## src/logic/aes_ctrl_defs.svh

```systemverilog
// AES control definitions
`ifndef AES_CTRL_DEFS_SVH
`define AES_CTRL_DEFS_SVH

// Round counter width
`define AES_RND_W 4

// Number of rounds per key length
`define AES_NR_128 4'd10
`define AES_NR_192 4'd12
`define AES_NR_256 4'd14

// Key length codes with 2'd3 left undefined
`define AES_KEY_128 2'd0
`define AES_KEY_192 2'd1
`define AES_KEY_256 2'd2

// Operation codes
`define AES_OP_FWD 1'b0
`define AES_OP_INV 1'b1

// State register input select
`define AES_STATE_ROUND 2'd0
`define AES_STATE_INIT  2'd1
`define AES_STATE_CLEAR 2'd2

// AddRoundKey input select
`define AES_ADD_RK_INIT  2'd0
`define AES_ADD_RK_ROUND 2'd1
`define AES_ADD_RK_FINAL 2'd2

// Full-key register input select
`define AES_KEY_FULL_ENC_INIT 2'd0
`define AES_KEY_FULL_DEC_INIT 2'd1
`define AES_KEY_FULL_ROUND    2'd2
`define AES_KEY_FULL_CLEAR    2'd3

// Key words feeding AddRoundKey
`define AES_KEY_WORDS_0123 2'd0
`define AES_KEY_WORDS_2345 2'd1
`define AES_KEY_WORDS_4567 2'd2
`define AES_KEY_WORDS_ZERO 2'd3

// Round key source
`define AES_ROUND_KEY_DIRECT 1'b0
`define AES_ROUND_KEY_MIXED  1'b1

`endif

```

## src/logic/aes_ctrl_pkg.sv

```systemverilog
// AES control types
`include "aes_ctrl_defs.svh"

package aes_ctrl_pkg;

  // Fields with a meaning of their own
  typedef logic [`AES_RND_W-1:0] rnd_ctr_t;
  typedef logic [1:0]            key_len_t;
  typedef logic                  ciph_op_t;

  // Datapath selectors
  typedef logic [1:0] state_sel_t;
  typedef logic [1:0] add_rk_sel_t;
  typedef logic [1:0] key_full_sel_t;
  typedef logic [1:0] key_words_sel_t;
  typedef logic       round_key_sel_t;

  // Main control FSM
  typedef enum logic [2:0] {
    IDLE     = 3'd0,
    INIT     = 3'd1,
    ROUND    = 3'd2,
    FINISH   = 3'd3,
    CLEAR_S  = 3'd4,
    CLEAR_KD = 3'd5,
    ERROR    = 3'd6
  } cipher_ctrl_e;

endpackage

```

## src/logic/aes_ctrl_ifs.sv

```systemverilog
// AES control interfaces
`timescale 1ns/1ps

////////////////////////////////////////////////////
// Command register view
////////////////////////////////////////////////////
interface aes_cmd_if;
  logic                  load;
  aes_ctrl_pkg::key_len_t key_len;
  aes_ctrl_pkg::ciph_op_t op;
  logic                  key_clear;
  logic                  data_out_clear;

  // FSM loads and the register returns the stored command
  modport fsm  (output load, input key_len, op, key_clear, data_out_clear);
  modport regs (input load, output key_len, op, key_clear, data_out_clear);
  // Key-word selector only needs the operation and key length
  modport sel  (input key_len, op);
endinterface

////////////////////////////////////////////////////
// Round sequencer control
////////////////////////////////////////////////////
interface aes_round_if;
  logic                  init;
  logic                  step;
  aes_ctrl_pkg::rnd_ctr_t rnd_ctr;
  logic                  last_regular;
  logic                  ctr_err;

  modport fsm (output init, step, input rnd_ctr, last_regular, ctr_err);
  modport seq (input init, step, output rnd_ctr, last_regular, ctr_err);
endinterface

```

## src/logic/aes_cmd_reg.sv

```systemverilog
// AES command register
`timescale 1ns/1ps
`include "aes_ctrl_defs.svh"

module aes_cmd_reg (
  input  logic                   clk_i,
  input  logic                   rst_ni,
  aes_cmd_if.regs                cmd,
  input  aes_ctrl_pkg::ciph_op_t op_i,
  input  aes_ctrl_pkg::key_len_t key_len_i,
  input  logic                   key_clear_i,
  input  logic                   data_out_clear_i
);

  aes_ctrl_pkg::ciph_op_t op_q;
  aes_ctrl_pkg::key_len_t key_len_q;
  logic                   key_clear_q;
  logic                   data_out_clear_q;

  // Capture the whole command on acceptance
  // Clear flags of the previous command drop with the next load
  always_ff @(posedge clk_i or negedge rst_ni) begin
    if (!rst_ni) begin
      op_q             <= `AES_OP_FWD;
      key_len_q        <= `AES_KEY_128;
      key_clear_q      <= 1'b0;
      data_out_clear_q <= 1'b0;
    end else if (cmd.load) begin
      op_q             <= op_i;
      key_len_q        <= key_len_i;
      key_clear_q      <= key_clear_i;
      data_out_clear_q <= data_out_clear_i;
    end
  end

  // Forward the new op and key length in the load cycle
  // so the initial full-key select decodes the incoming command
  assign cmd.op             = cmd.load ? op_i : op_q;
  assign cmd.key_len        = cmd.load ? key_len_i : key_len_q;
  assign cmd.key_clear      = key_clear_q;
  assign cmd.data_out_clear = data_out_clear_q;

  // Every accepted command carries a defined key length
  a_key_len_valid : assert property (@(posedge clk_i) disable iff (!rst_ni)
    cmd.load |-> key_len_i inside {`AES_KEY_128, `AES_KEY_192, `AES_KEY_256});

endmodule

```

## src/logic/aes_round_seq.sv

```systemverilog
// AES round sequencer
`timescale 1ns/1ps
`include "aes_ctrl_defs.svh"

module aes_round_seq (
  input  logic                   clk_i,
  input  logic                   rst_ni,
  aes_round_if.seq               rnd,
  input  aes_ctrl_pkg::key_len_t key_len_i
);

  aes_ctrl_pkg::rnd_ctr_t ctr_q;
  aes_ctrl_pkg::rnd_ctr_t total_q;
  aes_ctrl_pkg::rnd_ctr_t total_d;

  // Round total from key length
  always_comb begin
    case (key_len_i)
      `AES_KEY_128: total_d = `AES_NR_128;
      `AES_KEY_192: total_d = `AES_NR_192;
      default:      total_d = `AES_NR_256;
    endcase
  end

  // Init wins over step
  always_ff @(posedge clk_i or negedge rst_ni) begin
    if (!rst_ni) begin
      ctr_q   <= '0;
      total_q <= '0;
    end else if (rnd.init) begin
      ctr_q   <= '0;
      total_q <= total_d;
    end else if (rnd.step) begin
      ctr_q   <= ctr_q + aes_ctrl_pkg::rnd_ctr_t'(1);
    end
  end

  assign rnd.rnd_ctr = ctr_q;

  // Last regular round once the counter reaches Nr-1
  assign rnd.last_regular = ctr_q >= (total_q - aes_ctrl_pkg::rnd_ctr_t'(1));

  // Counter past the total cannot happen in normal operation
  assign rnd.ctr_err = ctr_q > total_q;

  // FSM must stop stepping once all rounds are done
  a_no_step_past_total : assert property (@(posedge clk_i) disable iff (!rst_ni)
    rnd.step |-> ctr_q != total_q);

endmodule

```

## src/logic/aes_key_word_sel.sv

```systemverilog
// AES key-word selector
`timescale 1ns/1ps
`include "aes_ctrl_defs.svh"

module aes_key_word_sel (
  aes_cmd_if.sel                      cmd,
  input  aes_ctrl_pkg::cipher_ctrl_e   state_i,
  output aes_ctrl_pkg::key_words_sel_t key_words_sel_o,
  output aes_ctrl_pkg::round_key_sel_t round_key_sel_o,
  output aes_ctrl_pkg::key_full_sel_t  key_full_init_sel_o
);

  logic inv;

  assign inv = cmd.op == `AES_OP_INV;

  always_comb begin
    key_words_sel_o = `AES_KEY_WORDS_ZERO;
    case (state_i)
      // Initial AddRoundKey
      aes_ctrl_pkg::INIT: begin
        case (cmd.key_len)
          `AES_KEY_128: key_words_sel_o = `AES_KEY_WORDS_0123;
          `AES_KEY_192: key_words_sel_o = inv ? `AES_KEY_WORDS_2345 : `AES_KEY_WORDS_0123;
          `AES_KEY_256: key_words_sel_o = inv ? `AES_KEY_WORDS_4567 : `AES_KEY_WORDS_0123;
          default:      key_words_sel_o = `AES_KEY_WORDS_ZERO;
        endcase
      end
      // Regular and final rounds mirror the initial selection
      aes_ctrl_pkg::ROUND, aes_ctrl_pkg::FINISH: begin
        case (cmd.key_len)
          `AES_KEY_128: key_words_sel_o = `AES_KEY_WORDS_0123;
          `AES_KEY_192: key_words_sel_o = inv ? `AES_KEY_WORDS_0123 : `AES_KEY_WORDS_2345;
          `AES_KEY_256: key_words_sel_o = inv ? `AES_KEY_WORDS_0123 : `AES_KEY_WORDS_4567;
          default:      key_words_sel_o = `AES_KEY_WORDS_ZERO;
        endcase
      end
      default: key_words_sel_o = `AES_KEY_WORDS_ZERO;
    endcase
  end

  // Equivalent inverse cipher needs MixColumns applied to the round key
  assign round_key_sel_o = (inv && state_i == aes_ctrl_pkg::ROUND) ?
                           `AES_ROUND_KEY_MIXED : `AES_ROUND_KEY_DIRECT;

  // Decryption starts from the decryption key
  assign key_full_init_sel_o = inv ? `AES_KEY_FULL_DEC_INIT : `AES_KEY_FULL_ENC_INIT;

endmodule

```

## src/logic/aes_cipher_fsm.sv

```systemverilog
// AES cipher control FSM
`timescale 1ns/1ps
`include "aes_ctrl_defs.svh"

module aes_cipher_fsm (
  input  logic                         clk_i,
  input  logic                         rst_ni,

  // Handshakes
  input  logic                         in_valid_i,
  output logic                         in_ready_o,
  output logic                         out_valid_o,
  input  logic                         out_ready_i,

  // Command
  input  logic                         crypt_i,
  input  logic                         key_clear_i,
  input  logic                         data_out_clear_i,
  input  aes_ctrl_pkg::ciph_op_t       op_i,
  input  aes_ctrl_pkg::key_len_t       key_len_i,

  // Errors and alert
  input  logic                         sel_err_i,
  input  logic                         alert_fatal_i,
  output logic                         alert_o,

  aes_cmd_if.fsm                       cmd,
  aes_round_if.fsm                     rnd,
  output aes_ctrl_pkg::cipher_ctrl_e   state_o,

  // Cipher datapath
  output aes_ctrl_pkg::state_sel_t     state_sel_o,
  output logic                         state_we_o,
  output aes_ctrl_pkg::add_rk_sel_t    add_rk_sel_o,
  output logic                         sub_bytes_en_o,
  input  logic                         sub_bytes_out_req_i,
  output logic                         sub_bytes_out_ack_o,

  // Key datapath
  output aes_ctrl_pkg::key_full_sel_t  key_full_sel_o,
  output logic                         key_full_we_o,
  input  aes_ctrl_pkg::key_full_sel_t  key_full_init_sel_i,
  output logic                         key_dec_clear_o,
  output logic                         key_expand_en_o,
  input  logic                         key_expand_out_req_i,
  output logic                         key_expand_out_ack_o,
  output logic                         key_expand_clear_o
);

  aes_ctrl_pkg::cipher_ctrl_e state_d, state_q;
  logic                       advance;
  logic                       clr_done_q;

  always_comb begin
    in_ready_o           = 1'b0;
    out_valid_o          = 1'b0;
    alert_o              = 1'b0;
    cmd.load             = 1'b0;
    rnd.init             = 1'b0;
    rnd.step             = 1'b0;
    state_sel_o          = `AES_STATE_ROUND;
    state_we_o           = 1'b0;
    add_rk_sel_o         = `AES_ADD_RK_ROUND;
    sub_bytes_en_o       = 1'b0;
    sub_bytes_out_ack_o  = 1'b0;
    key_full_sel_o       = `AES_KEY_FULL_ROUND;
    key_full_we_o        = 1'b0;
    key_dec_clear_o      = 1'b0;
    key_expand_en_o      = 1'b0;
    key_expand_out_ack_o = 1'b0;
    key_expand_clear_o   = 1'b0;
    advance              = 1'b0;
    state_d              = state_q;

    case (state_q)
      aes_ctrl_pkg::IDLE: begin
        in_ready_o = 1'b1;
        if (in_valid_i) begin
          // Clears take priority over crypt
          if (key_clear_i || data_out_clear_i) begin
            cmd.load = 1'b1;
            state_d  = data_out_clear_i ? aes_ctrl_pkg::CLEAR_S : aes_ctrl_pkg::CLEAR_KD;
          end else if (crypt_i) begin
            cmd.load           = 1'b1;
            rnd.init           = 1'b1;
            // Load input block and initial full key
            state_sel_o        = `AES_STATE_INIT;
            state_we_o         = 1'b1;
            key_full_sel_o     = key_full_init_sel_i;
            key_full_we_o      = 1'b1;
            key_expand_clear_o = 1'b1;
            state_d            = aes_ctrl_pkg::INIT;
          end else begin
            // Handshake without any command
            state_d = aes_ctrl_pkg::ERROR;
          end
        end
      end

      aes_ctrl_pkg::INIT: begin
        add_rk_sel_o = `AES_ADD_RK_INIT;
        // AES-256 has its first two round keys available right away
        if (cmd.key_len != `AES_KEY_256) begin
          key_expand_en_o = 1'b1;
          advance         = key_expand_out_req_i;
          key_expand_out_ack_o = advance;
          key_full_we_o   = advance;
        end else begin
          advance = 1'b1;
        end
        if (advance) begin
          state_we_o = 1'b1;
          rnd.step   = 1'b1;
          state_d    = aes_ctrl_pkg::ROUND;
        end
      end

      aes_ctrl_pkg::ROUND: begin
        // Step only when SubBytes and KeyExpand both have results
        sub_bytes_en_o  = 1'b1;
        key_expand_en_o = 1'b1;
        advance         = sub_bytes_out_req_i & key_expand_out_req_i;
        if (advance) begin
          sub_bytes_out_ack_o  = 1'b1;
          key_expand_out_ack_o = 1'b1;
          state_we_o           = 1'b1;
          key_full_we_o        = 1'b1;
          rnd.step             = 1'b1;
          if (rnd.last_regular) begin
            state_d = aes_ctrl_pkg::FINISH;
          end
        end
      end

      aes_ctrl_pkg::FINISH: begin
        // Final round skips MixColumns and the state is wiped on release
        add_rk_sel_o   = `AES_ADD_RK_FINAL;
        state_sel_o    = `AES_STATE_CLEAR;
        sub_bytes_en_o = 1'b1;
        // Never release data while a selector is invalid
        out_valid_o    = sub_bytes_out_req_i & ~sel_err_i;
        if (out_valid_o && out_ready_i) begin
          sub_bytes_out_ack_o = 1'b1;
          state_we_o          = 1'b1;
          state_d             = aes_ctrl_pkg::IDLE;
        end
      end

      aes_ctrl_pkg::CLEAR_S: begin
        state_sel_o = `AES_STATE_CLEAR;
        state_we_o  = 1'b1;
        state_d     = aes_ctrl_pkg::CLEAR_KD;
      end

      aes_ctrl_pkg::CLEAR_KD: begin
        // Key clear strobes fire once in the first cycle
        if (cmd.key_clear && !clr_done_q) begin
          key_full_sel_o  = `AES_KEY_FULL_CLEAR;
          key_full_we_o   = 1'b1;
          key_dec_clear_o = 1'b1;
        end
        // Pass the cleared state through to the data output
        if (cmd.data_out_clear) begin
          add_rk_sel_o = `AES_ADD_RK_INIT;
        end
        out_valid_o = 1'b1;
        if (out_ready_i) begin
          state_d = aes_ctrl_pkg::IDLE;
        end
      end

      aes_ctrl_pkg::ERROR: begin
        // Terminal state that only reset leaves
        alert_o = 1'b1;
      end

      default: state_d = aes_ctrl_pkg::ERROR;
    endcase

    // Escalation overrides any other transition
    if (sel_err_i || alert_fatal_i || rnd.ctr_err) begin
      state_d = aes_ctrl_pkg::ERROR;
    end
  end

  always_ff @(posedge clk_i or negedge rst_ni) begin
    if (!rst_ni) begin
      state_q    <= aes_ctrl_pkg::IDLE;
      clr_done_q <= 1'b0;
    end else begin
      state_q    <= state_d;
      clr_done_q <= state_q == aes_ctrl_pkg::CLEAR_KD;
    end
  end

  assign state_o = state_q;

  ////////////////////////////////////////////////////
  // Assertions
  ////////////////////////////////////////////////////

  a_hs_exclusive : assert property (@(posedge clk_i) disable iff (!rst_ni)
    !(in_ready_o && out_valid_o));

  // Alert only comes from ERROR and stays there
  a_alert_sticky : assert property (@(posedge clk_i) disable iff (!rst_ni)
    alert_o |=> alert_o && state_q == aes_ctrl_pkg::ERROR);

endmodule

```

## src/logic/aes_cipher_ctrl.sv

```systemverilog
// AES cipher control top
`timescale 1ns/1ps

module aes_cipher_ctrl (
  input  logic                          clk_i,
  input  logic                          rst_ni,
  input  logic                          in_valid_i,
  output logic                          in_ready_o,
  output logic                          out_valid_o,
  input  logic                          out_ready_i,
  input  logic                          crypt_i,
  input  logic                          key_clear_i,
  input  logic                          data_out_clear_i,
  input  aes_ctrl_pkg::ciph_op_t        op_i,
  input  aes_ctrl_pkg::key_len_t        key_len_i,
  input  logic                          sel_err_i,
  input  logic                          alert_fatal_i,
  output logic                          alert_o,
  output aes_ctrl_pkg::state_sel_t      state_sel_o,
  output logic                          state_we_o,
  output aes_ctrl_pkg::add_rk_sel_t     add_rk_sel_o,
  output logic                          sub_bytes_en_o,
  input  logic                          sub_bytes_out_req_i,
  output logic                          sub_bytes_out_ack_o,
  output aes_ctrl_pkg::key_full_sel_t   key_full_sel_o,
  output logic                          key_full_we_o,
  output logic                          key_dec_clear_o,
  output logic                          key_expand_en_o,
  input  logic                          key_expand_out_req_i,
  output logic                          key_expand_out_ack_o,
  output logic                          key_expand_clear_o,
  output aes_ctrl_pkg::key_words_sel_t  key_words_sel_o,
  output aes_ctrl_pkg::round_key_sel_t  round_key_sel_o,
  output aes_ctrl_pkg::rnd_ctr_t        rnd_ctr_o
);

  aes_cmd_if   cmd_if ();
  aes_round_if rnd_if ();

  aes_ctrl_pkg::cipher_ctrl_e  state;
  aes_ctrl_pkg::key_full_sel_t key_full_init_sel;

  aes_cmd_reg i_cmd_reg (
    .clk_i, .rst_ni,
    .cmd              (cmd_if.regs),
    .op_i, .key_len_i, .key_clear_i, .data_out_clear_i
  );

  // Round total comes straight from the command in the acceptance cycle
  aes_round_seq i_round_seq (
    .clk_i, .rst_ni,
    .rnd       (rnd_if.seq),
    .key_len_i
  );

  aes_key_word_sel i_key_word_sel (
    .cmd                 (cmd_if.sel),
    .state_i             (state),
    .key_words_sel_o,
    .round_key_sel_o,
    .key_full_init_sel_o (key_full_init_sel)
  );

  aes_cipher_fsm i_fsm (
    .clk_i, .rst_ni,
    .in_valid_i, .in_ready_o, .out_valid_o, .out_ready_i,
    .crypt_i, .key_clear_i, .data_out_clear_i, .op_i, .key_len_i,
    .sel_err_i, .alert_fatal_i, .alert_o,
    .cmd                 (cmd_if.fsm),
    .rnd                 (rnd_if.fsm),
    .state_o             (state),
    .state_sel_o, .state_we_o, .add_rk_sel_o,
    .sub_bytes_en_o, .sub_bytes_out_req_i, .sub_bytes_out_ack_o,
    .key_full_sel_o, .key_full_we_o,
    .key_full_init_sel_i (key_full_init_sel),
    .key_dec_clear_o, .key_expand_en_o, .key_expand_out_req_i,
    .key_expand_out_ack_o, .key_expand_clear_o
  );

  assign rnd_ctr_o = rnd_if.rnd_ctr;

endmodule

```

## config.mk

```make
export PLATFORM = sky130hd
export DESIGN_NAME = aes_cipher_ctrl
export DESIGN_NICKNAME = d
export VERILOG_FILES = /design/src/logic/aes_ctrl_pkg.sv /design/src/logic/aes_ctrl_ifs.sv /design/src/logic/aes_cmd_reg.sv /design/src/logic/aes_round_seq.sv /design/src/logic/aes_key_word_sel.sv /design/src/logic/aes_cipher_fsm.sv /design/src/logic/aes_cipher_ctrl.sv
export VERILOG_INCLUDE_DIRS = /design/src /design/src/logic
export SDC_FILE = /design/constraint.sdc
export NUM_CORES = 1
export LEC_CHECK = 0
export BUFFER_PORTS_ARGS = -buffer_cell sky130_fd_sc_hd__buf_2
export CAP_MARGIN = 15
export CORE_UTILIZATION = 46
export DETAILED_ROUTE_END_ITERATION = 12
export PLACE_DENSITY_LB_ADDON = 0.05
export SYNTH_ARGS = -nofsm -noshare
export SYNTH_HDL_FRONTEND = slang
export SYNTH_SLANG_ARGS = --single-unit
```

## constraint.sdc

```tcl
create_clock -name clk_i -period 2.05 [get_ports clk_i]
set_input_delay 0.1025 -clock clk_i [delete_from_list [all_inputs] [get_ports clk_i]]
set_output_delay 0.1025 -clock clk_i [all_outputs]
set_load 0.05 [all_outputs]
```

# ---- Word level (Yosys, flattened, before mapping)
# Cells that the tools add are included.
# W data, S select, Z words.
dict set report classes {
  addsub 2
  order_cmp 2
  eq_ne 17
  n_mux 61
  n_bitwise 3
  n_reduce_logical 14
}
# op n
set op_table {}
lappend op_table {{$mux W1} 27}
lappend op_table {{$mux W3} 9}
lappend op_table {{$pmux W3 S7} 1}
lappend op_table {{$pmux W2 S3} 3}
lappend op_table {{$mux W2} 8}
lappend op_table {{$ne A3 B1 Y1 const B} 4}
lappend op_table {{$pmux W2 S2} 3}
lappend op_table {{$pmux W1 S2} 5}
lappend op_table {{$eq A3 B3 Y1 const B} 3}
lappend op_table {{$mux W4} 2}
lappend op_table {{$reduce_and A7 Y1} 1}
lappend op_table {{$eq A3 B2 Y1 const B} 2}
lappend op_table {{$ne A3 B2 Y1 const B} 2}
lappend op_table {{$pmux W3 S2} 1}
lappend op_table {{$pmux W1 S5} 1}
lappend op_table {{$add A4 B1 Y4 const B} 1}
lappend op_table {{$eq A2 B1 Y1 const B} 2}
lappend op_table {{$ge A4 B4 Y1} 1}
lappend op_table {{$gt A4 B4 Y1} 1}
lappend op_table {{$logic_not A2 Y1} 2}
lappend op_table {{$pmux W1 S4} 1}
lappend op_table {{$reduce_or A2 Y1} 2}
lappend op_table {{$sub A4 B1 Y4 const B} 1}
lappend op_table {{$eq A3 B1 Y1 const B} 1}
lappend op_table {{10 further kinds} 15}
dict set report word_totals {
  register_bits 17
  inputBits 14
  output_inout_bits 24
  word_cells 107
}

# ---- Depth between registers and ports, before layout
dict set report depth {
  depth_word 12
  ltp_mapped 9
  depth_no_buf 9
}

# ---- Hierarchy
# From an unflattened synthesis, not the netlist that was laid out.
dict set report unflattened {
  hier_cells 149
  area_unflattened_um2 1297.5
}
# mod n_inst cells_each area_per_inst_um2 seq_area_each_um2
set by_module_without_submodules {}
lappend by_module_without_submodules {aes_cipher_fsm 1 80 573.0 100.1}
lappend by_module_without_submodules {aes_round_seq 1 46 440.4 175.2}
lappend by_module_without_submodules {aes_cmd_reg 1 10 181.4 125.1}
lappend by_module_without_submodules {aes_key_word_sel 1 13 102.6 0.0}

# ---- Worst setup path before layout
# No wires, ideal clock.
dict set report synth_timing {
  path_type {register -> output}
  from {reg i_fsm.state_q[2] (netlist: i_fsm.state_o[2])}
  to {out key_full_we_o}
  arrival_time_ps 2718
  required_ps 1947
  path_slack_ps -771
  path_stages_with_launch 6
  n_path_buf 1
  cell_sequence {dfrtp_1 > buf_2 > nor3b_1 > or2b_1 > a21boi_0 > or3_1}
}
dict set report synth_via {
  elab_chain_cells 6
  elab_cells_between_ends 9
  cone_classes {eq/ne (4); mux (4); reduce/logical (1)}
}
# item line
set synth_lines {}
lappend synth_lines {{start: declaration} aes_cipher_fsm.sv:50} ;# aes_ctrl_pkg::cipher_ctrl_e state_d, state_q;
lappend synth_lines {{start signal: assignment} aes_cipher_fsm.sv:188} ;# state_q <= aes_ctrl_pkg::IDLE;
lappend synth_lines {{start signal: assignment} aes_cipher_fsm.sv:191} ;# state_q <= state_d;
lappend synth_lines {{$logic_not A3 Y1} aes_cipher_fsm.sv:75} ;# case (state_q)
lappend synth_lines {{$mux W1} aes_cipher_fsm.sv:75}
lappend synth_lines {{$mux W2} aes_cmd_reg.sv:39} ;# assign cmd.key_len = cmd.load ? key_len_i : key_len_q;
lappend synth_lines {{$ne A2 B2 Y1 (no source line)} --}
lappend synth_lines {{$mux W1} aes_cipher_fsm.sv:103} ;# if (cmd.key_len != `AES_KEY_256) begin
lappend synth_lines {{$pmux W1 S4 (*)} aes_cipher_fsm.sv:75}
lappend synth_lines {{end: declaration} aes_cipher_ctrl.sv:26} ;# output logic key_full_we_o,
# Every way passes the cells marked *; elsewhere a longest branch is shown, timed or not.

# ---- Worst setup path after layout
dict set report layout_timing {
  from {reg i_fsm.state_q[0] (netlist: i_fsm.state_o[0])}
  to {out key_words_sel_o[1]}
}
dict set report layout_via {
  elab_chain_cells 6
  elab_cells_between_ends 16
  cone_classes {eq/ne (5); mux (8); reduce/logical (3)}
}
# item line
set layout_lines {}
lappend layout_lines {{$logic_not A3 Y1} aes_cipher_fsm.sv:75}
lappend layout_lines {{$mux W1} aes_cipher_fsm.sv:75}
lappend layout_lines {{$mux W2 / $mux W1 (equally long branches)} --}
lappend layout_lines {{$eq A2 B2 Y1 (tied with other cells)} {aes_key_word_sel.sv:22, aes_key_word_sel.sv:31}}
lappend layout_lines {{$pmux W2 S3 (on tied branches)} {aes_key_word_sel.sv:31, aes_key_word_sel.sv:22}}
lappend layout_lines {{$pmux W2 S2 (*)} aes_key_word_sel.sv:19} ;# case (state_i)
lappend layout_lines {{end: declaration} aes_cipher_ctrl.sv:32} ;# output aes_ctrl_pkg::key_words_sel_t key_words_sel_o,
# Marks and branches as above.

==> results_dict.tcl <==
set metrics [dict create \
    cts_made_buffers 3 \
    cp_slowest_stage_delay_ps 420 \
    clkTransAtPathRegs_ps 100 \
    async_reset_ff_share_pct 100 \
    grt_pass1_vias 1184 \
    ys_top_cells_by_area "dfrtp_1 (32%), ha_1 (8.0%), inv_1 (4.8%)" \
    grt_usage_pct 26.6 \
    pre_cts_slack_ps 16.5 \
    wire_per_inst_um 16.0 \
    clkSinkCount 16 \
    grt_pass1_wl_um 5460 \
    yosysTopAreaCell "dfrtp_1" \
    setup_viol 3 \
    vias_per_cell 5.70 \
    syn_nets 171 \
    syn_area_um2 1250 \
    cp.buffers_inverters 2 \
    cts_root_buf "clkbuf_4" \
    finalWirelength_um 3740 \
    crit_path_start_kind "flip-flop" \
    finalCritPeriodShare_pct 108 \
    final_layout_size_suffix_gt1_share_pct 44.6 \
    cpLargestDelayFamily "simple AND/OR/NAND/NOR gates" \
    critPathKind "flip-flop to primary output" \
    first_iter_violations 30 \
    fin_crit_ps 2220 \
    p_leak_nw 0.911 \
    numPortBuffers 37 \
    synth_top_area_share_pct 31.9 \
    htree_levels 1 \
    ys_seq_area_share_pct 31.9 \
    dp_hpwl_um 2490 \
    gp_congestion 0.890 \
    p_per_area_nw_per_um2 331 \
    synthCells 149 \
    hp-class "primary input to flip-flop" \
    clk_latency_ps 290 \
    dpl_cell_area_um2 1590 \
    synth_cell_types 47 \
    outcome "complete, but fails checks" \
    hold_viol 0 \
    num_rows 18 \
    initial_core_util_pct 49.7 \
    timing.final.ws_setup_ps -173 \
    tritoncts "done" \
    areaGrowthSynthToFinish_pct 51.9 \
    grt_overflow 0 \
    detail-route-antenna-nets 0 \
    ioPinCount 38 \
    synth_ff_type "dfrtp_1" \
    slowest_stage "dfrtp_1" \
    peakVddDrop_mv 0.350 \
    path_max_fanout 6 \
    cp.arrival_ps 2120 \
    fmax_mhz 450 \
    diodes 0 \
    antenna_found_initial 0 \
    drt_pass1_iterations 4 \
    nNetsFinal 227 \
    drv_slew 0 \
    vias 1333 \
    violations "setup timing" \
    cap_viol_max_count 0 \
    avgSynthCellArea_um2 8.41 \
    ys_seq_elements 16 \
    clock_skew_ps 1.17 \
    fin_area_um2 1900 \
    die_y_um 54.2 \
    die_area_um2 2940 \
    crit_required_ps 1950 \
    cp_cell_sequence "nor4b_4 > nor2b_1 > buf_4 > mux2i_4 > a21o_1 > o311ai_4 > buf_6" \
    crit_path_end_kind "primary output" \
    slew_headroom_pct 70.1 \
    clockBufferDepth 2 \
    rsz0062_at_grt "yes" \
    drcViolationCount 0 \
    fp.coreArea_um2 2520 \
    worst_pin_slew_ps 440 \
    yosys_warnings 0 \
    grt_max_degree 21 \
    die_w_um 54.2 \
    synth-edff-count 0 \
]
-- metrics by stage --
step | util (%) | instances | TNS [ps] | hold slack (ps) | total power, mW
after detailed placement | 62.9 | 221 | 0 | 51.0 | 0.407
after global placement | 62.9 | 221 | 0 | 51.6 | 0.405
final | 75.5 | 234 | -422 | 54.1 | 0.631
after global routing | 75.5 | 234 | -907 | 91.7 | 0.654
after floorplan | - | 149 | -184 | -193 | 0.369
after CTS | 68.8 | 229 | -393 | 60.0 | 0.628
-- power breakdown --
| group | switching, mW | internal [mW] | total (mW) |
|---|---|---|---|
| sequential | 0.00558 | 0.324 | 0.330 |
| clock | 0.110 | 0.108 | 0.219 |
| combinational | 0.0488 | 0.0336 | 0.0824 |
-- layout by cell type, fill, tap and decap left out, types with 2 or more instances in the layout --
master | synthesis | layout
o211ai_1 | 2 | 2
clkbuf_4 | 0 | 5
mux2i_4 | 0 | 2
o311ai_4 | 0 | 2
inv_2 | 1 | 2
ha_1 | 8 | 6
ha_4 | 0 | 2
buf_6 | 1 | 9
a21oi_1 | 7 | 6
a21o_1 | 2 | 2
inv_1 | 16 | 14
nand2b_1 | 2 | 2
nand3_1 | 4 | 3
or3_4 | 0 | 2
dfrtp_1 | 16 | 16
o21ai_0 | 9 | 7
a211oi_1 | 3 | 3
nand2_1 | 12 | 12
nor2b_1 | 4 | 3
buf_4 | 1 | 16
xnor2_1 | 5 | 5
buf_2 | 2 | 28
nor2_1 | 13 | 12
-- cells in the mapped netlist, drive strengths merged (3+ instances only) --
| master | count |
|---|---|
| a211oi | 4 |
| a21oi | 7 |
| buf | 4 |
| clkbuf | 3 |
| dfrtp | 16 |
| ha | 8 |
| inv | 17 |
| mux2i | 4 |
| nand2 | 12 |
| nand3 | 4 |
| nor2 | 14 |
| nor2b | 4 |
| nor3 | 3 |
| nor3b | 3 |
| o21ai | 9 |
| xnor2 | 5 |
-- final cells by class --
cell class / count / area (um2)
clock buffer: 4 / 36.3
tap: 30 / 37.5
fill: 191 / 618
sequential: 16 / 400
multi-input combinational: 109 / 942
inverter: 17 / 66.3
timing repair buffer: 58 / 422
-- flip-flops by register name, summed over array words and instances, names as in the netlist --
name / cells
i_round_seq.rnd.rnd_ctr: 4
i_fsm.state_o: 3
i_round_seq.total_q: 3
i_cmd_reg.key_len_q: 2
i_cmd_reg.cmd.data_out_clear: 1
i_cmd_reg.cmd.key_clear: 1
i_cmd_reg.op_q: 1
i_fsm.clr_done_q: 1
-- layer usage --
metal | global-route usage, % | routed length (um)
met5 | 0 | 0
met4 | 9.40 | 60
met3 | 4.52 | 253
met1 | 33.3 | 1560
met2 | 45.3 | 1870
-- kinds of logic after synthesis --
family	share of synthesized area (%)
compound gates	20.3
xor+xnor	3.49
fa+ha+maj	7.98
buf+inv	8.38
flops	31.9
mux	3.19
simple gates	24.8
-- tightest hold or removal path, delay by kind of cell --
kind	cells	cell delay (ps)
buf+inv	1	100
simple gates	1	50
compound gates	1	70
-- worst paths after layout --
check,start,endpoint,slack (ps),cells past startpoint
max in group asynchronous,rst_ni,i_round_seq.rnd.rnd_ctr[0]$_DFFE_PN0P_,1520,2
min in group asynchronous,rst_ni,i_fsm.state_o[0]$_DFFE_PN0P_,250,2
max,i_fsm.state_o[0]$_DFFE_PN0P_,key_words_sel_o[1],-170,7
min reg2reg,i_cmd_reg.cmd.key_clear$_DFFE_PN0P_,i_cmd_reg.cmd.key_clear$_DFFE_PN0P_,550,2
min,key_clear_i,i_cmd_reg.cmd.key_clear$_DFFE_PN0P_,50,3
max reg2reg,i_fsm.state_o[0]$_DFFE_PN0P_,i_fsm.state_o[1]$_DFFE_PN0P_,20,9
-- repair_timing --
item / in CTS / in global routing
setup buffers: 3 / 5
gates resized for setup: 17 / 35
hold buffers: 1 / 0
hold endpoints to repair: 16 / 0
pin swaps: 5 / 9
setup endpoints to repair: 9 / 13
(Power assumes the default switching activity.)
